[config.mk]
export PLATFORM = sky130hd
export DESIGN_NAME = fix_engine
export DESIGN_NICKNAME = d
export VERILOG_FILES = /design/src/fix_pkg.sv /design/src/fix_parser.sv /design/src/fix_session.sv /design/src/fix_composer.sv /design/src/fix_engine.sv
export SDC_FILE = /design/constraint.sdc
export NUM_CORES = 1
export LEC_CHECK = 0
export BUFFER_PORTS_ARGS = -buffer_cell sky130_fd_sc_hd__buf_2
export CORE_ASPECT_RATIO = 1.2
export CORE_UTILIZATION = 50
export CTS_BUF_LIST = sky130_fd_sc_hd__clkbuf_16
export DETAILED_ROUTE_END_ITERATION = 12
export GPL_TIMING_DRIVEN = 0
export PLACE_DENSITY_LB_ADDON = 0.08
export SLEW_MARGIN = 20
export SYNTH_ARGS = -nofsm -noshare
export SYNTH_HDL_FRONTEND = slang
export SYNTH_SLANG_ARGS = --single-unit
[constraint.sdc]
create_clock -name clk -period 20.2 [get_ports clk]
set_input_delay 2.02 -clock clk [delete_from_list [all_inputs] [get_ports clk]]
set_output_delay 2.02 -clock clk [all_outputs]
set_load 0.005 [all_outputs]
[src/fix_pkg.sv]
`default_nettype none

package fix_pkg;

	localparam int NUM_SESSIONS = 4;	// one slice per connected host
	localparam int SESSION_W    = 2;
	localparam int SEQ_W        = 10;	// holds 0..999
	localparam int CSUM_W       = 8;
	localparam int HB_INTERVAL  = 2000;	// idle cycles before a heartbeat
	localparam int HB_W         = 11;

	typedef logic [7:0]           byte_t;
	typedef logic [SESSION_W-1:0] session_id_t;
	typedef logic [SEQ_W-1:0]     seq_num_t;
	typedef logic [6:0]           tag_num_t;
	typedef logic [HB_W-1:0]      hb_count_t;

	localparam byte_t SOH     = 8'h01;	// field delimiter
	localparam byte_t EQ      = 8'h3d;	// '='
	localparam byte_t ASCII_0 = 8'h30;

	localparam byte_t MT_LOGON     = 8'h41;	// 'A'
	localparam byte_t MT_HEARTBEAT = 8'h30;	// '0'
	localparam byte_t MT_TEST_REQ  = 8'h31;	// '1'
	localparam byte_t MT_LOGOUT    = 8'h35;	// '5'

	localparam tag_num_t TAG_MSG_TYPE = 7'd35;
	localparam tag_num_t TAG_SEQ_NUM  = 7'd34;
	localparam tag_num_t TAG_CHECKSUM = 7'd10;

	typedef enum logic [1:0] {
		PS_TAG,		// collecting tag digits
		PS_VALUE,	// value of a tag we care about
		PS_SKIP		// value of any other tag
	} parse_state_t;

	typedef enum logic {
		SES_IDLE,
		SES_ACTIVE
	} session_state_t;

	typedef enum logic [2:0] {
		CS_IDLE,
		CS_TYPE,
		CS_SEQ,
		CS_CSUM,
		CS_DONE
	} compose_state_t;

endpackage

`default_nettype wire

[src/fix_parser.sv]
`default_nettype none

module fix_parser (
	input  wire                         clk,
	input  wire                         arst_n_i,
	input  wire fix_pkg::byte_t         message_i,	// from offload engine
	input  wire                         byte_valid_i,
	input  wire fix_pkg::session_id_t   id_i,
	output logic                        evt_valid_o,	// to all slices
	output fix_pkg::byte_t              evt_type_o,
	output fix_pkg::session_id_t        evt_session_o
);

	import fix_pkg::*;

	parse_state_t      state;
	tag_num_t          tag_acc;	// tag of the current field
	logic [CSUM_W-1:0] sum;	// every byte of the message so far
	logic [CSUM_W-1:0] sum_field;	// sum up to and incl. the last SOH
	logic [9:0]        trailer_val;	// decimal value of 10=CCC
	logic              first_val;
	byte_t             msg_type;
	byte_t             digit;
	logic              trailer_end;
	logic              csum_ok;

	assign digit = message_i - ASCII_0;

	// closing SOH of the trailer field
	assign trailer_end = byte_valid_i && (state == PS_VALUE) && (message_i == SOH)
		&& (tag_acc == TAG_CHECKSUM);

	// trailer started right after the last SOH, so sum_field is the reference
	assign csum_ok = (trailer_val == 10'(sum_field));

	always_ff @(posedge clk or negedge arst_n_i) begin
		if (!arst_n_i) begin
			state       <= PS_TAG;
			tag_acc     <= '0;
			sum         <= '0;
			sum_field   <= '0;
			trailer_val <= '0;
			first_val   <= 1'b0;
			msg_type    <= '0;
			evt_valid_o <= 1'b0;
		end else begin
			evt_valid_o <= trailer_end && csum_ok;	// bad checksum drops silently
			if (byte_valid_i) begin
				sum <= sum + message_i;
				case (state)
					PS_TAG: begin
						if (message_i == EQ) begin
							if (tag_acc == TAG_MSG_TYPE || tag_acc == TAG_CHECKSUM) begin
								state <= PS_VALUE;
							end else begin
								state <= PS_SKIP;
							end
							first_val   <= 1'b1;
							trailer_val <= '0;
						end else if (message_i == SOH) begin
							tag_acc   <= '0;	// empty field
							sum_field <= sum + message_i;
						end else begin
							tag_acc <= tag_acc * 7'd10 + digit[6:0];
						end
					end
					PS_VALUE: begin
						if (message_i == SOH) begin
							state   <= PS_TAG;
							tag_acc <= '0;
							if (tag_acc == TAG_CHECKSUM) begin
								// message done, start clean for the next one
								sum       <= '0;
								sum_field <= '0;
								msg_type  <= '0;
							end else begin
								sum_field <= sum + message_i;
							end
						end else begin
							first_val <= 1'b0;
							if (first_val && tag_acc == TAG_MSG_TYPE) begin
								msg_type <= message_i;	// only the first char counts
							end
							trailer_val <= trailer_val * 10'd10 + 10'(digit);
						end
					end
					PS_SKIP: begin
						if (message_i == SOH) begin
							state     <= PS_TAG;
							tag_acc   <= '0;
							sum_field <= sum + message_i;
						end
					end
					default: state <= PS_TAG;
				endcase
			end
		end
	end

	// event payload, only meaningful with evt_valid_o
	always_ff @(posedge clk) begin
		if (trailer_end) begin
			evt_type_o    <= msg_type;
			evt_session_o <= id_i;	// all bytes of a message share id_i
		end
	end

endmodule

`default_nettype wire

[src/fix_session.sv]
`default_nettype none

module fix_session #(
	parameter int SESSION_ID = 0	// slice index
) (
	input  wire                         clk,
	input  wire                         arst_n_i,
	input  wire                         evt_valid_i,	// from parser
	input  wire fix_pkg::byte_t         evt_type_i,
	input  wire fix_pkg::session_id_t   evt_session_i,
	input  wire                         grant_i,	// from composer
	output logic                        req_o,
	output fix_pkg::byte_t              req_type_o,
	output fix_pkg::seq_num_t           req_seq_o
);

	import fix_pkg::*;

	session_state_t state;
	seq_num_t       seq;	// outgoing sequence number
	hb_count_t      hb_cnt;	// idle cycles since last reply
	logic           hit;
	logic           hb_due;

	assign hit       = evt_valid_i && (evt_session_i == session_id_t'(SESSION_ID));
	assign hb_due    = (hb_cnt == hb_count_t'(HB_INTERVAL - 1));
	assign req_seq_o = seq;	// only moves after grant, so stable under req_o

	always_ff @(posedge clk or negedge arst_n_i) begin
		if (!arst_n_i) begin
			state      <= SES_IDLE;
			seq        <= seq_num_t'(1);
			hb_cnt     <= '0;
			req_o      <= 1'b0;
			req_type_o <= '0;
		end else if (req_o) begin
			// pending reply, new events are dropped
			if (grant_i) begin
				req_o  <= 1'b0;
				hb_cnt <= '0;
				if (seq == seq_num_t'(999)) begin
					seq <= '0;	// three digit wrap
				end else begin
					seq <= seq + 1'b1;
				end
			end
		end else if (hit && state == SES_IDLE && evt_type_i == MT_LOGON) begin
			state      <= SES_ACTIVE;
			seq        <= seq_num_t'(1);
			hb_cnt     <= '0;
			req_o      <= 1'b1;
			req_type_o <= MT_LOGON;
		end else if (hit && state == SES_ACTIVE && evt_type_i == MT_TEST_REQ) begin
			req_o      <= 1'b1;
			req_type_o <= MT_HEARTBEAT;
		end else if (hit && state == SES_ACTIVE && evt_type_i == MT_LOGOUT) begin
			state      <= SES_IDLE;	// seq restarts at next logon
			req_o      <= 1'b1;
			req_type_o <= MT_LOGOUT;
		end else if (state == SES_ACTIVE) begin
			if (hb_due) begin
				req_o      <= 1'b1;	// unsolicited heartbeat
				req_type_o <= MT_HEARTBEAT;
			end else begin
				hb_cnt <= hb_cnt + 1'b1;
			end
		end
	end

endmodule

`default_nettype wire

[src/fix_composer.sv]
`default_nettype none

module fix_composer (
	input  wire                                 clk,
	input  wire                                 arst_n_i,
	input  wire [fix_pkg::NUM_SESSIONS-1:0]     req_i,
	input  wire fix_pkg::byte_t                 req_type_i [fix_pkg::NUM_SESSIONS],
	input  wire fix_pkg::seq_num_t              req_seq_i [fix_pkg::NUM_SESSIONS],
	input  wire                                 fifo_full_i,
	output logic [fix_pkg::NUM_SESSIONS-1:0]    grant_o,
	output fix_pkg::byte_t                      message_o,	// goes to fifo
	output logic                                fifo_write_o,
	output fix_pkg::session_id_t                host_o,
	output logic                                end_o	// last byte of a reply
);

	import fix_pkg::*;

	compose_state_t    state;
	logic [2:0]        idx;	// byte position within a field
	session_id_t       last_grant;
	session_id_t       pick;
	logic              found;
	byte_t             type_q;
	seq_num_t          seq_q;
	session_id_t       host_q;
	logic [CSUM_W-1:0] sum;	// bytes before the trailer
	logic              field_last;

	function automatic byte_t dec_char(input logic [9:0] value, input int unsigned div);
		return byte_t'(ASCII_0 + (value / div) % 10);
	endfunction

	// round robin, search starts after the last granted slice
	always_comb begin
		session_id_t cand;
		pick  = last_grant;
		found = 1'b0;
		for (int k = 1; k <= NUM_SESSIONS; k++) begin
			cand = session_id_t'(last_grant + k);
			if (!found && req_i[cand]) begin
				pick  = cand;
				found = 1'b1;
			end
		end
	end

	always_comb begin
		grant_o = '0;
		if (state == CS_IDLE && found) begin
			grant_o[pick] = 1'b1;
		end
	end

	// 35=T is 5 bytes, 34=NNN 7 bytes, 10=CCC 6 bytes plus SOH in CS_DONE
	assign field_last = (state == CS_TYPE && idx == 3'd4)
		|| (state == CS_SEQ && idx == 3'd6)
		|| (state == CS_CSUM && idx == 3'd5);

	always_comb begin
		message_o = SOH;
		case (state)
			CS_TYPE: begin
				case (idx)
					3'd0: message_o = dec_char(10'(TAG_MSG_TYPE), 10);
					3'd1: message_o = dec_char(10'(TAG_MSG_TYPE), 1);
					3'd2: message_o = EQ;
					3'd3: message_o = type_q;
					default: message_o = SOH;
				endcase
			end
			CS_SEQ: begin
				case (idx)
					3'd0: message_o = dec_char(10'(TAG_SEQ_NUM), 10);
					3'd1: message_o = dec_char(10'(TAG_SEQ_NUM), 1);
					3'd2: message_o = EQ;
					3'd3: message_o = dec_char(seq_q, 100);
					3'd4: message_o = dec_char(seq_q, 10);
					3'd5: message_o = dec_char(seq_q, 1);
					default: message_o = SOH;
				endcase
			end
			CS_CSUM: begin
				case (idx)
					3'd0: message_o = dec_char(10'(TAG_CHECKSUM), 10);
					3'd1: message_o = dec_char(10'(TAG_CHECKSUM), 1);
					3'd2: message_o = EQ;
					3'd3: message_o = dec_char(10'(sum), 100);
					3'd4: message_o = dec_char(10'(sum), 10);
					default: message_o = dec_char(10'(sum), 1);
				endcase
			end
			default: message_o = SOH;	// closing SOH in CS_DONE
		endcase
	end

	assign fifo_write_o = (state != CS_IDLE) && !fifo_full_i;	// full stalls with byte held
	assign end_o        = (state == CS_DONE) && fifo_write_o;
	assign host_o       = host_q;

	always_ff @(posedge clk or negedge arst_n_i) begin
		if (!arst_n_i) begin
			state      <= CS_IDLE;
			idx        <= '0;
			last_grant <= session_id_t'(NUM_SESSIONS - 1);	// slice 0 wins first
			sum        <= '0;
		end else if (state == CS_IDLE) begin
			if (found) begin
				state      <= CS_TYPE;
				idx        <= '0;
				sum        <= '0;
				last_grant <= pick;
			end
		end else if (fifo_write_o) begin
			if (state == CS_TYPE || state == CS_SEQ) begin
				sum <= sum + message_o;
			end
			idx <= field_last ? 3'd0 : idx + 3'd1;
			case (state)
				CS_TYPE: if (field_last) state <= CS_SEQ;
				CS_SEQ:  if (field_last) state <= CS_CSUM;
				CS_CSUM: if (field_last) state <= CS_DONE;
				default: state <= CS_IDLE;
			endcase
		end
	end

	// reply payload, latched at grant
	always_ff @(posedge clk) begin
		if (state == CS_IDLE && found) begin
			type_q <= req_type_i[pick];
			seq_q  <= req_seq_i[pick];
			host_q <= pick;
		end
	end

endmodule

`default_nettype wire

[src/fix_engine.sv]
`default_nettype none

module fix_engine (
	input  wire                         clk,
	input  wire                         arst_n_i,
	input  wire fix_pkg::byte_t         message_i,	// from offload engine
	input  wire                         byte_valid_i,
	input  wire fix_pkg::session_id_t   id_i,
	input  wire                         fifo_full_i,
	output wire fix_pkg::byte_t         message_o,	// to outgoing fifo
	output wire                         fifo_write_o,
	output wire fix_pkg::session_id_t   host_o,
	output wire                         end_o
);

	import fix_pkg::*;

	wire                    evt_valid;
	wire byte_t             evt_type;
	wire session_id_t       evt_session;
	wire [NUM_SESSIONS-1:0] req;
	wire [NUM_SESSIONS-1:0] grant;
	wire byte_t             req_type [NUM_SESSIONS];
	wire seq_num_t          req_seq [NUM_SESSIONS];

	fix_parser u_parser (
		.clk           (clk),
		.arst_n_i      (arst_n_i),
		.message_i     (message_i),
		.byte_valid_i  (byte_valid_i),
		.id_i          (id_i),
		.evt_valid_o   (evt_valid),
		.evt_type_o    (evt_type),
		.evt_session_o (evt_session)
	);

	// event is broadcast, each slice matches its own id
	for (genvar i = 0; i < NUM_SESSIONS; i++) begin : g_session
		fix_session #(
			.SESSION_ID (i)
		) u_session (
			.clk           (clk),
			.arst_n_i      (arst_n_i),
			.evt_valid_i   (evt_valid),
			.evt_type_i    (evt_type),
			.evt_session_i (evt_session),
			.grant_i       (grant[i]),
			.req_o         (req[i]),
			.req_type_o    (req_type[i]),
			.req_seq_o     (req_seq[i])
		);
	end

	fix_composer u_composer (
		.clk          (clk),
		.arst_n_i     (arst_n_i),
		.req_i        (req),
		.req_type_i   (req_type),
		.req_seq_i    (req_seq),
		.fifo_full_i  (fifo_full_i),
		.grant_o      (grant),
		.message_o    (message_o),
		.fifo_write_o (fifo_write_o),
		.host_o       (host_o),
		.end_o        (end_o)
	);

endmodule

`default_nettype wire

# [Word-level counts from Yosys, hierarchy flattened]
# Cells that the tools add are included.
[totals] regBits=215 in_bits=14 out_inout_bits=12 word_cells=426
[op_classes] add_sub_neg=24 mul=2 n_div=10 order_cmp=7 n_eq_ne=61 mux=172 n_bitwise=9 n_reduce_logical=104
[op_table] operator="two-way mux 11 bit" count=28
[op_table] operator="two-way mux 8 bit" count=35
[op_table] operator="two-way mux 10 bit" count=20
[op_table] operator="remainder unit 32 x 4 -> 32 bit, second input constant" count=4
[op_table] operator="two-way mux 1 bit" count=51
[op_table] operator="adder 6 x 8 -> 8 bit, first input constant" count=6
[op_table] operator="case mux 8 bit (3 select lines)" count=2
[op_table] operator="case mux 8 bit (6 select lines)" count=1
[op_table] operator="adder 11 x 1 -> 11 bit, second input constant" count=4
[op_table] operator="equality test 11 bit, second input constant" count=4
[op_table] operator="adder 10 x 1 -> 10 bit, second input constant" count=4
[op_table] operator="equality test 10 bit, second input constant" count=4
[op_table] operator="case mux 8 bit (5 select lines)" count=1
[op_table] operator="logical AND 1 bit" count=39
[op_table] operator="divider 10 x 4 -> 32 bit, second input constant" count=1
[op_table] operator="divider 10 x 7 -> 32 bit, second input constant" count=1
[op_table] operator="divider 8 x 4 -> 32 bit, second input constant" count=1
[op_table] operator="divider 8 x 7 -> 32 bit, second input constant" count=1
[op_table] operator="remainder unit 10 x 4 -> 32 bit, second input constant" count=1
[op_table] operator="remainder unit 8 x 4 -> 32 bit, second input constant" count=1
[op_table] operator="case mux 8 bit (4 select lines)" count=1
[op_table] operator="nonzero test 4 bit" count=8
[op_table] operator="two-way mux 3 bit" count=10
[op_table] operator="AND reduction 3 bit" count=10
[op_table] operator="51 further kinds" count=151

# [Depth between registers and ports, before layout]
# Gate-level depths: netlist of run 1.
[logic_depth] depth_word=20 depth_mapped=42

# [Cells and area by module]
# From an unflattened synthesis of run 1, not the netlist that was laid out.
[unflattened] hier_cells=1977 hier_area_um2=17143.9
[modules_own_cells] mod="fix_composer" instances=1 cells_each=974 area_each_um2=7213.2 seq_area_each_um2=1003.5
[modules_own_cells] mod="fix_parser" instances=1 cells_each=342 area_each_um2=3595.9 seq_area_each_um2=1426.4
[modules_own_cells] mod="fix_session at g_session[1].u_session ..." instances=2 cells_each=166 area_each_um2=1619.1 seq_area_each_um2=676.9
[modules_own_cells] mod="fix_session at g_session[3].u_session" instances=1 cells_each=165 area_each_um2=1550.2 seq_area_each_um2=676.9
[modules_own_cells] mod="fix_session at g_session[0].u_session" instances=1 cells_each=164 area_each_um2=1546.5 seq_area_each_um2=676.9

# [Least setup slack after synthesis of run 1]
# Ideal clock, no wire load.
[synth_timing] kind="register to output" startpoint="register u_composer.seq_q[7]" endpoint="output port message_o[5]" t_arrival_ns=6.964 path_slack_ns=11.216 path_stages_with_launch=34 path_buffers=3 cell_sequence="edfxtp_1 -> buf_6 -> or2_2 -> ha_1 -> o21ba_1 -> o221a_1 -> buf_6 -> nand2_8 -> inv_4 -> a2111o_1 -> o211ai_1 -> nor3_1 -> nor4b_4 -> nand4_1 -> buf_2 -> a2111oi_2 -> a211oi_1 -> ha_1 -> a21oi_1 -> o21ai_0 -> nor2_1 -> a31oi_1 -> a211o_1 -> nor2_1 -> o21ai_0 -> ha_1 -> nand2b_1 -> a211o_1 -> a211oi_1 -> o21bai_1 -> and2_1 -> ha_1 -> nor2b_1 -> o221ai_1"
[synth_via] elab_chain_len=5
[synth_rtl] item="start: declaration" line_no="fix_composer.sv:25" rtl="seq_num_t seq_q;"
[synth_rtl] item="start signal: assignment" line_no="fix_composer.sv:132" rtl="seq_q <= req_seq_i[pick];"
[synth_rtl] item="divider 10 x 4 -> 32 bit / divider 10 x 7 -> 32 bit (equally long branches)" line_no="fix_composer.sv:31" rtl="return byte_t'(ASCII_0 + (value / div) % 10);"
[synth_rtl] item="remainder unit 32 x 4 -> 32 bit" line_no="fix_composer.sv:31"
[synth_rtl] item="adder 6 x 8 -> 8 bit" line_no="fix_composer.sv:31"
[synth_rtl] item="case mux 8 bit (6 select lines) (*)" line_no="fix_composer.sv:73" rtl="case (idx)"
[synth_rtl] item="case mux 8 bit (3 select lines) (*)" line_no="fix_composer.sv:62" rtl="case (state)"
[synth_rtl] item="end: declaration" line_no="fix_engine.sv:10" rtl="output wire fix_pkg::byte_t message_o,"
# Every way passes the cells marked *; elsewhere a longest branch is shown, timed or not.

# [Worst setup path in the final report of run 1]
# Ends and elaborated chain as after synthesis.

==> results.tsv, run 1 <==
metric	value	unit
dpl hpwl	30380	µm
final worst path period share	54.39	%
post-cts sizing count	0	
Hold Path Class	flop to flop	
Final ANT Viol Nets	0	
async set-reset flop share out of synthesis	86.67	%
sw frac	42.74	%
Slew @ Worst Pin	0.9655	ns
sequential share of the synthesized area	32.19	%
Syn Std Cell Area	15580	µm²
CP max stage delay	0.52	ns
clock skew	0.01054	ns
hold_ws	0.4516	ns
Fillers	2865	
clock transition at the registers of the reported paths	0.07	ns
Vias per Instance	6.059	
clock sink count	195	
Yosys reg bits	195	
grt ovf	0	
starting density of the core	50.99	%
Pwr Density	106.1	nW/µm²
CP most frequent cell	ha_1	
total global-route track usage	25.89	%
Port Buffer Count	25	
Int Power	0.001023	W
final instance area	16830	µm²
average wire per standard cell	17.40	µm
Hold Path Depth	0	
DR vias	13930	
post-synthesis cell type count	115	
placed inst area	16260	µm²
ANT cells	0	
Post-synth EDFFs	26	
crit-path max FO	10	
clk buf depth	2	
Syn Nets	1944	
Syn Inst Count	1843	
type of origin of the critical path	flop	
Max Freq	91.02	MHz
row cnt	70	
Setup CP Type	flop to output pin	
Synth Flop Type	dfrtp_1	
outcome	completed	
Clock Latency Late Sink	0.43	ns
largest net degree at the start of global routing	95	
Gate power share	55.6	%
H-tree levels	4	
Reg power frac	25.9	%
initial antenna violation count	0	
root buf cell	clkbuf_16	
slowest stage cell, crit path	a2111oi_2	
max-cap violations	0	
Tmin final	10.99	ns
Setup WS post-layout	9.214	ns
Post-Route WL	40010	µm
Post-CTS Setup Bufs	0	
first-pass GRT wire length	67320	µm
Lkg Pwr	7.411	nW
endpoint class of the critical path	output pin	
TNS Setup	0	ns
# IOs	26	
clock share of power	18.5	%
initial DRC count	872	
layout cells sized above 1	7.882	%
Switch Pwr	0.0007635	W
synthesized area per cell	8.456	µm²
total CTS buffers	17	
Pwr Total	0.001786	W
worst slack, placed	9.791	ns
Worst EP required	18.18	ns
Post-CTS Hold Buffers	0	
Hold Vio Cnt, Final	0	
CP arrival	8.97	ns
Area growth syn-to-layout	8.004	%
synth warn	0	
CTS tree	done	
Final Setup Violations	0	
die height	195.4	µm
Die W	163.2	µm
Routability Congestion	0.9172	
Relative slew margins	34.95	%
unrepaired setup endpoints after global routing	false	
DR pass1 iterations	7	
vias in the first global route	13620	
DRC viols	0	
maximum vdd ir drop	0.0001475	V
Final nets	1991	
Max Slew Vio Count	0	
Worst R2R Path Depth	40	
core footprint	30570	µm²
die area	31880	µm²
metrics by stage:
step | std cells | utilization, %
final | 2299 | 55.07
after global routing | 2299 | 55.07
after CTS | 2299 | 55.07
after detailed placement | 2267 | 53.21
after global placement | 2264 | 53.02
after floorplan | 1843 | -
synth_stat cells, types with 29 or more instances:
cell,count,area (µm²)
ha_1,81,1013
xnor2_1,68,595.6
and3_1,33,206.5
nand3_1,52,260.3
nor2_1,168,630.6
xor2_1,48,420.4
nor2b_1,33,206.5
inv_1,88,330.3
a211oi_1,30,225.2
nor3_1,50,250.2
mux2i_1,31,310.3
dfrtp_1,163,4079
a21o_1,33,247.7
nand4_1,29,181.4
nand2_1,172,645.6
o21ai_0,128,640.6
o31ai_1,39,292.8
a21oi_1,112,560.5
clkbuf_1,56,210.2
worst max-delay path, delay by kind of cell, from the launching register on:
kind / cells / cell delay (ns)
buffers and inverters: 5 / 0.85
AOI/OAI and AO/OA: 14 / 3.82
DFF: 1 / 0.42
adders and majority gates: 4 / 1.18
and+or+nand+nor: 10 / 1.97
xor gates and xnor gates: 1 / 0.29
area by class of cell:
type	count	area [µm²]	area share, %
Clock buffer	17	425.4	2.527
Timing Repair Buffer	28	177.7	1.056
Inverter	95	361.6	2.148
Clock inverter	15	143.9	0.8548
Buffer	79	349.1	2.074
Tap cell	396	495.5	2.944
Multi-Input combinational cell	1474	9862	58.59
Sequential cell	195	5017	29.81
power groups by stage:
stage                     clock [W]  combinational (W)  sequential [W]
after floorplan                   0           0.000775        0.000459
after global placement            0           0.000966        0.000468
after detailed placement          0           0.000982        0.000469
after CTS                  0.000340           0.000989        0.000462
after global routing       0.000353            0.00112        0.000467
final                      0.000331           0.000993        0.000462
cell families (layout without fill, tap and decap cells):
family	after synthesis	after routing	synth area share, %
compound gates	551	551	24.30
buf+inv	174	234	4.560
xor+xnor	118	118	6.728
flops	195	195	32.19
fa+ha+maj	93	93	7.659
mux	43	43	2.874
simple gates	669	669	21.68
state kept, by name, summed over array words and instances, names as in the netlist, 7 cells and up:
name and count:
g_session.u_session.hb_cnt 44, g_session.u_session.req_seq_o 40, g_session.u_session.req_type_o 16, u_composer.seq_q 10, u_composer.sum 8, u_parser.evt_type_o 8
u_parser.msg_type 8, u_parser.sum 8, u_parser.sum_field 8, u_parser.tag_acc 7, u_parser.trailer_val 10
per-layer routing:
metal,up-vias,wire length [µm],track usage (%)
li1,6883,-,-
met1,6722,17720,32.39
met2,268,20430,46.22
met3,57,1052,2.485
met4,0,811,8.411
met5,-,0,0
cells in the final DEF (no fill, tap or decap), drive strengths merged, types with 22 or more instances in the layout:
cell / synthesis / routed
xnor2: 70 / 70
a21o: 33 / 33
clkbuf: 56 / 73
nand2b: 24 / 24
xor2: 48 / 48
buf: 23 / 51
and3: 33 / 33
nand2: 174 / 174
edfxtp: 26 / 26
nor4: 22 / 22
o21ai: 134 / 134
inv: 93 / 98
dfrtp: 163 / 163
a21oi: 114 / 114
nor2: 168 / 168
a211oi: 32 / 32
o31ai: 40 / 40
nor3: 50 / 50
nor2b: 34 / 34
nand4: 31 / 31
a22o: 25 / 25
nand3: 52 / 52
ha: 81 / 81
mux2i: 32 / 32
final timing paths:
check,to,slack (ns),from
setup / recovery,message_o[5],9.21,u_composer.seq_q[7]$_DFFE_PP_
hold / removal,u_parser.evt_type_o[5]$_DFFE_PP_,0.45,u_parser.msg_type[5]$_DFFE_PN0P_
setup reg to reg,u_composer.sum[7]$_DFFE_PN0P_,10.54,u_composer.seq_q[7]$_DFFE_PP_
hold reg to reg,u_parser.evt_type_o[5]$_DFFE_PP_,0.45,u_parser.msg_type[5]$_DFFE_PN0P_
max in group asynchronous,g_session[2].u_session.req_seq_o[0]$_DFFE_PN1P_,17.72,arst_n_i
min in group asynchronous,g_session[3].u_session.hb_cnt[8]$_DFFE_PN0P_,1.56,arst_n_i
Note: power is estimated with default switching activity, not from simulation.
==> inputs of run 2 (changes only) <==
Clock period 20.2 ns to 10.6 ns, I/O delays scaled along.
==> results.tsv, run 2 (same netlist as run 1, synthesis figures left out) <==
metric	value	unit	change
outcome	completed		unchanged
final worst path period share	93.87	%	
Post-CTS Setup Bufs	0		unchanged
core footprint	30570	µm²	unchanged
crit-path max FO	10		unchanged
endpoint class of the critical path	output pin		unchanged
Setup CP Type	flop to output pin		unchanged
starting density of the core	50.99	%	unchanged
Final nets	1991		unchanged
vias in the first global route	13620		unchanged
type of origin of the critical path	flop		unchanged
DR pass1 iterations	7		unchanged
post-cts sizing count	0		unchanged
Hold Vio Cnt, Final	0		unchanged
Slew @ Worst Pin	1.001	ns	was 0.9655 ns
H-tree levels	4		unchanged
row cnt	70		unchanged
CP max stage delay	0.50	ns	was 0.52 ns
die area	31880	µm²	unchanged
layout cells sized above 1	7.882	%	unchanged
Final ANT Viol Nets	0		unchanged
fin util	55.11	%	was 55.07%
Top reg by flops	g_session.u_session.hb_cnt		unchanged
clock sink count	195		unchanged
Max Slew Vio Count	0		unchanged
max-cap violations	0		unchanged
Final Setup Violations	0		unchanged
sw frac	42.72	%	was 42.74%
Post-Route WL	39960	µm	was 40010 µm
commonest non-fill, non-tap cell in the layout	nand2_1		unchanged
Clock Latency Late Sink	0.43	ns	about the same
average wire per standard cell	17.38	µm	was 17.40 µm
DR vias	13970		was 13930
total CTS buffers	17		unchanged
Worst EP required	9.54	ns	was 18.18 ns
Port Buffer Count	25		unchanged
initial DRC count	880		was 872
CP most frequent cell	ha_1		unchanged
DRC viols	0		unchanged
Hold Path Depth	0		unchanged
first-pass GRT wire length	67320	µm	unchanged
Area growth syn-to-layout	8.084	%	was 8.004%
Switch Pwr	0.001454	W	was 0.0007635 W
Register Area	5017	µm²	unchanged
clock skew	0.01188	ns	was 0.01054 ns
grt ovf	0		unchanged
initial antenna violation count	0		unchanged
Int Power	0.001949	W	was 0.001023 W
Die W	163.2	µm	unchanged
clk buf depth	2		unchanged
largest net degree at the start of global routing	95		unchanged
Reg power frac	25.9	%	about the same
die height	195.4	µm	unchanged
Worst R2R Path Depth	40		unchanged
Fillers	2863		was 2865
Tmin final	9.951	ns	
Vias per Instance	6.077		was 6.059
root buf cell	clkbuf_16		unchanged
Post-CTS Hold Buffers	0		unchanged
CTS tree	done		unchanged
slowest stage cell, crit path	o32ai_1		was a2111oi_2
CP arrival	8.89	ns	was 8.97 ns
ANT cells	0		unchanged
Max Freq	100.5	MHz	
multi-input logic area	9874	µm²	was 9862 µm²
Routability Congestion	0.9172		unchanged
unrepaired setup endpoints after global routing	false		unchanged
number of flip-flops in the largest register	44		unchanged
Gate power share	55.6	%	about the same
Lkg Pwr	7.411	nW	about the same
clock share of power	18.5	%	about the same
commonest non-fill, non-tap cells in the layout	nand2_1, nor2_1, dfrtp_1		unchanged
clock transition at the registers of the reported paths	0.07	ns	about the same
total global-route track usage	25.89	%	unchanged
Relative slew margins	32.55	%	was 34.95%
TNS Setup	0	ns	unchanged
Pwr Density	202.0	nW/µm²	was 106.1 nW/µm²
dpl hpwl	30380	µm	unchanged
maximum vdd ir drop	0.0002796	V	was 0.0001475 V
# IOs	26		unchanged
Hold Path Class	flop to flop		unchanged
run 2: power groups by stage:
| stage | Sequential (W) | Clock (W) | Combinational, W |
|---|---|---|---|
| after CTS | 0.000880 | 0.000648 | 0.00188 |
| after global routing | 0.000890 | 0.000673 | 0.00214 |
| after floorplan | 0.000875 | 0 | 0.00148 |
| after global placement | 0.000891 | 0 | 0.00184 |
| after detailed placement | 0.000894 | 0 | 0.00187 |
| final | 0.000881 | 0.000630 | 0.00189 |
run 2: cell type report:
cell class	instances	share of cell area, %
plain buffers	79	2.072
clock buffers	17	2.525
clock inverters	15	0.8542
inverters	95	2.147
multi-input cells	1474	58.62
flip-flops and latches	195	29.79
well taps	396	2.941
repair buffers	28	1.055
run 2: per-layer routing:
layer | vias up | global-route usage (%) | wire length, µm
li1 | 6894 | - | -
met4 | 0 | 8.411 | 822
met1 | 6721 | 32.39 | 17520
met3 | 59 | 2.485 | 1190
met5 | - | 0 | 0
met2 | 298 | 46.22 | 20430
run 2: worst max-delay path: cells and delay by family, from the launching register on:
kind	cells	cell delay [ns]
AOI/OAI and AO/OA	14	3.74
xor gates and xnor gates	1	0.29
adders and majority gates	4	1.18
buffers and inverters	5	0.84
DFF	1	0.42
and+or+nand+nor	10	1.98
run 2: worst paths after layout:
| check | from | endpoint | slack (ns) |
|---|---|---|---|
| setup reg to reg | u_composer.seq_q[7]$_DFFE_PP_ | u_composer.sum[7]$_DFFE_PN0P_ | 1.02 |
| hold reg to reg | u_parser.msg_type[5]$_DFFE_PN0P_ | u_parser.evt_type_o[5]$_DFFE_PP_ | 0.45 |
| setup / recovery | u_composer.seq_q[7]$_DFFE_PP_ | message_o[5] | 0.65 |
| min in group asynchronous | arst_n_i | g_session[3].u_session.hb_cnt[8]$_DFFE_PN0P_ | 0.60 |
| max in group asynchronous | arst_n_i | u_composer.last_grant[0]$_DFFE_PN1P_ | 9.10 |
| hold / removal | u_parser.msg_type[5]$_DFFE_PN0P_ | u_parser.evt_type_o[5]$_DFFE_PP_ | 0.45 |
run 2: stage by stage:
step	instance area (µm²)	power, W	setup slack [ns]	std cells	hold WS (ns)
final	16840	0.003403	0.6495	2299	0.4511
after CTS	16830	0.003412	0.6358	2299	0.4552
after global routing	16840	0.003700	0.03899	2299	0.4646
after floorplan	15580	0.002352	2.461	1843	0.4194
after detailed placement	16260	0.002766	1.073	2267	0.4380
after global placement	16210	0.002732	1.223	2264	0.4268
==> inputs of run 3 (changes only) <==
--- a/config.mk
+++ b/config.mk
@@ -8,4 +8,5 @@
 export BUFFER_PORTS_ARGS = -buffer_cell sky130_fd_sc_hd__buf_2
 export CORE_ASPECT_RATIO = 1.2
+export CORE_MARGIN = 5
 export CORE_UTILIZATION = 50
 export CTS_BUF_LIST = sky130_fd_sc_hd__clkbuf_16
==> constraint.sdc (replaced) <==
create_clock -name clk -period 10.6 [get_ports clk]
set_input_delay 1.06 -clock clk [delete_from_list [all_inputs] [get_ports clk]]
set_output_delay 1.06 -clock clk [all_outputs]
set_load 0.05 [all_outputs]
==> results.tsv, run 3 (same netlist as run 1, synthesis figures left out) <==
metric	value	unit	change
CP max stage delay	0.50	ns	about the same
Worst R2R Path Depth	39		was 40
clk buf depth	2		unchanged
clock share of power	17.9	%	was 18.5%
layout cells sized above 1	7.777	%	was 7.882%
Clock Latency Late Sink	0.43	ns	about the same
maximum vdd ir drop	0.0003449	V	was 0.0002796 V
vias in the first global route	13790		was 13620
Setup CP Type	flop to output pin		unchanged
crit-path max FO	10		unchanged
Final ANT Viol Nets	0		unchanged
average wire per standard cell	17.41	µm	was 17.38 µm
ANT cells	0		unchanged
initial DRC count	848		was 880
placed inst area	16270	µm²	was 16260 µm²
outcome	completed		unchanged
initial antenna violation count	0		unchanged
Port Buffer Count	25		unchanged
DR vias	13880		was 13970
final worst path period share	94.95	%	was 93.87%
die area	34820	µm²	was 31880 µm²
Post-CTS Hold Buffers	0		unchanged
total CTS buffers	17		unchanged
unrepaired setup endpoints after global routing	false		unchanged
# IOs	26		unchanged
Routability Congestion	0.9278		was 0.9172
Lkg Pwr	7.410	nW	was 7.411 nW
Reg2Reg Setup Slack	1.03	ns	was 1.02 ns
Slew @ Worst Pin	0.9697	ns	was 1.001 ns
endpoint class of the critical path	output pin		unchanged
final instance area	16860	µm²	was 16840 µm²
Post-CTS Setup Bufs	0		unchanged
Final nets	1991		unchanged
dpl hpwl	30690	µm	was 30380 µm
die height	203.4	µm	was 195.4 µm
Hold Vio Cnt, Final	0		unchanged
commonest non-fill, non-tap cells in the layout	nand2_1, nor2_1, dfrtp_1		unchanged
Max Freq	99.36	MHz	was 100.5 MHz
Reg power frac	25.0	%	was 25.9%
core footprint	30650	µm²	was 30570 µm²
first-pass GRT wire length	67320	µm	unchanged
Max Slew Vio Count	0		unchanged
number of flip-flops in the largest register	44		unchanged
Post-Route WL	40020	µm	was 39960 µm
TNS Setup	0	ns	unchanged
root buf cell	clkbuf_16		unchanged
commonest non-fill, non-tap cell in the layout	nand2_1		unchanged
Relative slew margins	34.44	%	was 32.55%
Die W	171.2	µm	was 163.2 µm
sw frac	44.28	%	was 42.72%
grt ovf	0		unchanged
row cnt	70		unchanged
Hold Path Class	flop to flop		unchanged
Worst EP required	9.54	ns	about the same
Tmin final	10.06	ns	was 9.951 ns
max-cap violations	0		unchanged
clock skew	0.01020	ns	was 0.01188 ns
total global-route track usage	23.08	%	was 25.89%
Hold Path Depth	0		unchanged
largest net degree at the start of global routing	91		was 95
Fillers	2930		was 2863
clock sink count	195		unchanged
Final Setup Violations	0		unchanged
Gate power share	57.1	%	was 55.6%
Pwr Density	208.8	nW/µm²	was 202.0 nW/µm²
starting density of the core	50.84	%	was 50.99%
Top reg by flops	g_session.u_session.hb_cnt		unchanged
type of origin of the critical path	flop		unchanged
Vias per Instance	6.039		was 6.077
DR pass1 iterations	5		was 7
CTS tree	done		unchanged
H-tree levels	4		unchanged
Switch Pwr	0.001559	W	was 0.001454 W
CP most frequent cell	ha_1		unchanged
Area growth syn-to-layout	8.205	%	was 8.084%
DRC viols	0		unchanged
Int Power	0.001962	W	was 0.001949 W
post-cts sizing count	0		unchanged
slowest stage cell, crit path	a2111oi_4		was o32ai_1
CP arrival	9.00	ns	was 8.89 ns
clock transition at the registers of the reported paths	0.07	ns	about the same
==> run 3: changes by cell type in the layout (fill, tap and decap cells not counted), sizes merged <==
cell,change
clkinvlp,+1
inv,-2
clkbuf,+1
==> run 3: layout make-up <==
cell class	count	area (µm²)	share of cell area, %
sequential	195	5017	29.75
clock inverter	14	122.6	0.7271
buffer	79	349.1	2.070
timing repair buffer	28	181.4	1.076
inverter	95	361.6	2.144
tap	396	495.5	2.938
clock buffer	18	450.4	2.671
multi-input combinational	1474	9886	58.62
==> run 3: per-layer routing <==
layer | part of all wire (%) | track usage (%) | vias to the layer above
met3 | 2.6 | 2.249 | 62
met1 | 44 | 28.94 | 6648
met5 | 0 | 0 | -
met2 | 51 | 41.88 | 279
met4 | 2.3 | 6.793 | 0
li1 | - | - | 6895
==> run 3: worst paths after layout <==
kind,from,to
setup / recovery,u_composer.seq_q[8]$_DFFE_PP_,message_o[5]
hold / removal,u_parser.msg_type[2]$_DFFE_PN0P_,u_parser.evt_type_o[2]$_DFFE_PP_
max in group asynchronous,arst_n_i,g_session[2].u_session.req_seq_o[0]$_DFFE_PN1P_
min in group asynchronous,arst_n_i,g_session[3].u_session.hb_cnt[10]$_DFFE_PN0P_
setup reg to reg,u_composer.seq_q[8]$_DFFE_PP_,u_composer.sum[7]$_DFFE_PN0P_
hold reg to reg,u_parser.msg_type[2]$_DFFE_PN0P_,u_parser.evt_type_o[2]$_DFFE_PP_
==> run 3: power groups by stage <==
stage	combinational (W)	clock, W	sequential [W]
after global placement	0.00196	0	0.000890
after CTS	0.00201	0.000645	0.000878
after detailed placement	0.00200	0	0.000892
final	0.00201	0.000631	0.000879
after floorplan	0.00159	0	0.000875
after global routing	0.00225	0.000679	0.000888
==> run 3: worst max-delay path, delay by kind of cell (launching register included) <==
kind | cells | cell delay, ns
DFF | 1 | 0.40
AOI/OAI and AO/OA | 16 | 4.25
buffers and inverters | 4 | 0.81
xor gates and xnor gates | 1 | 0.37
and+or+nand+nor | 8 | 1.51
adders and majority gates | 4 | 1.20
==> run 3: stage by stage <==
step,total power (W),hold WS (ns),util (%),setup slack (ns),instances
3_5_place_dp,0.002894,0.4318,53.07,0.9248,2267
5_1_grt,0.003817,0.4727,55.01,0.01113,2299
3_3_place_gp,0.002854,0.4281,52.87,1.030,2264
6_report,0.003522,0.4534,55.01,0.5357,2299
2_1_floorplan,0.002469,0.4194,-,1.679,1843
4_1_cts,0.003537,0.4528,54.93,0.4427,2299
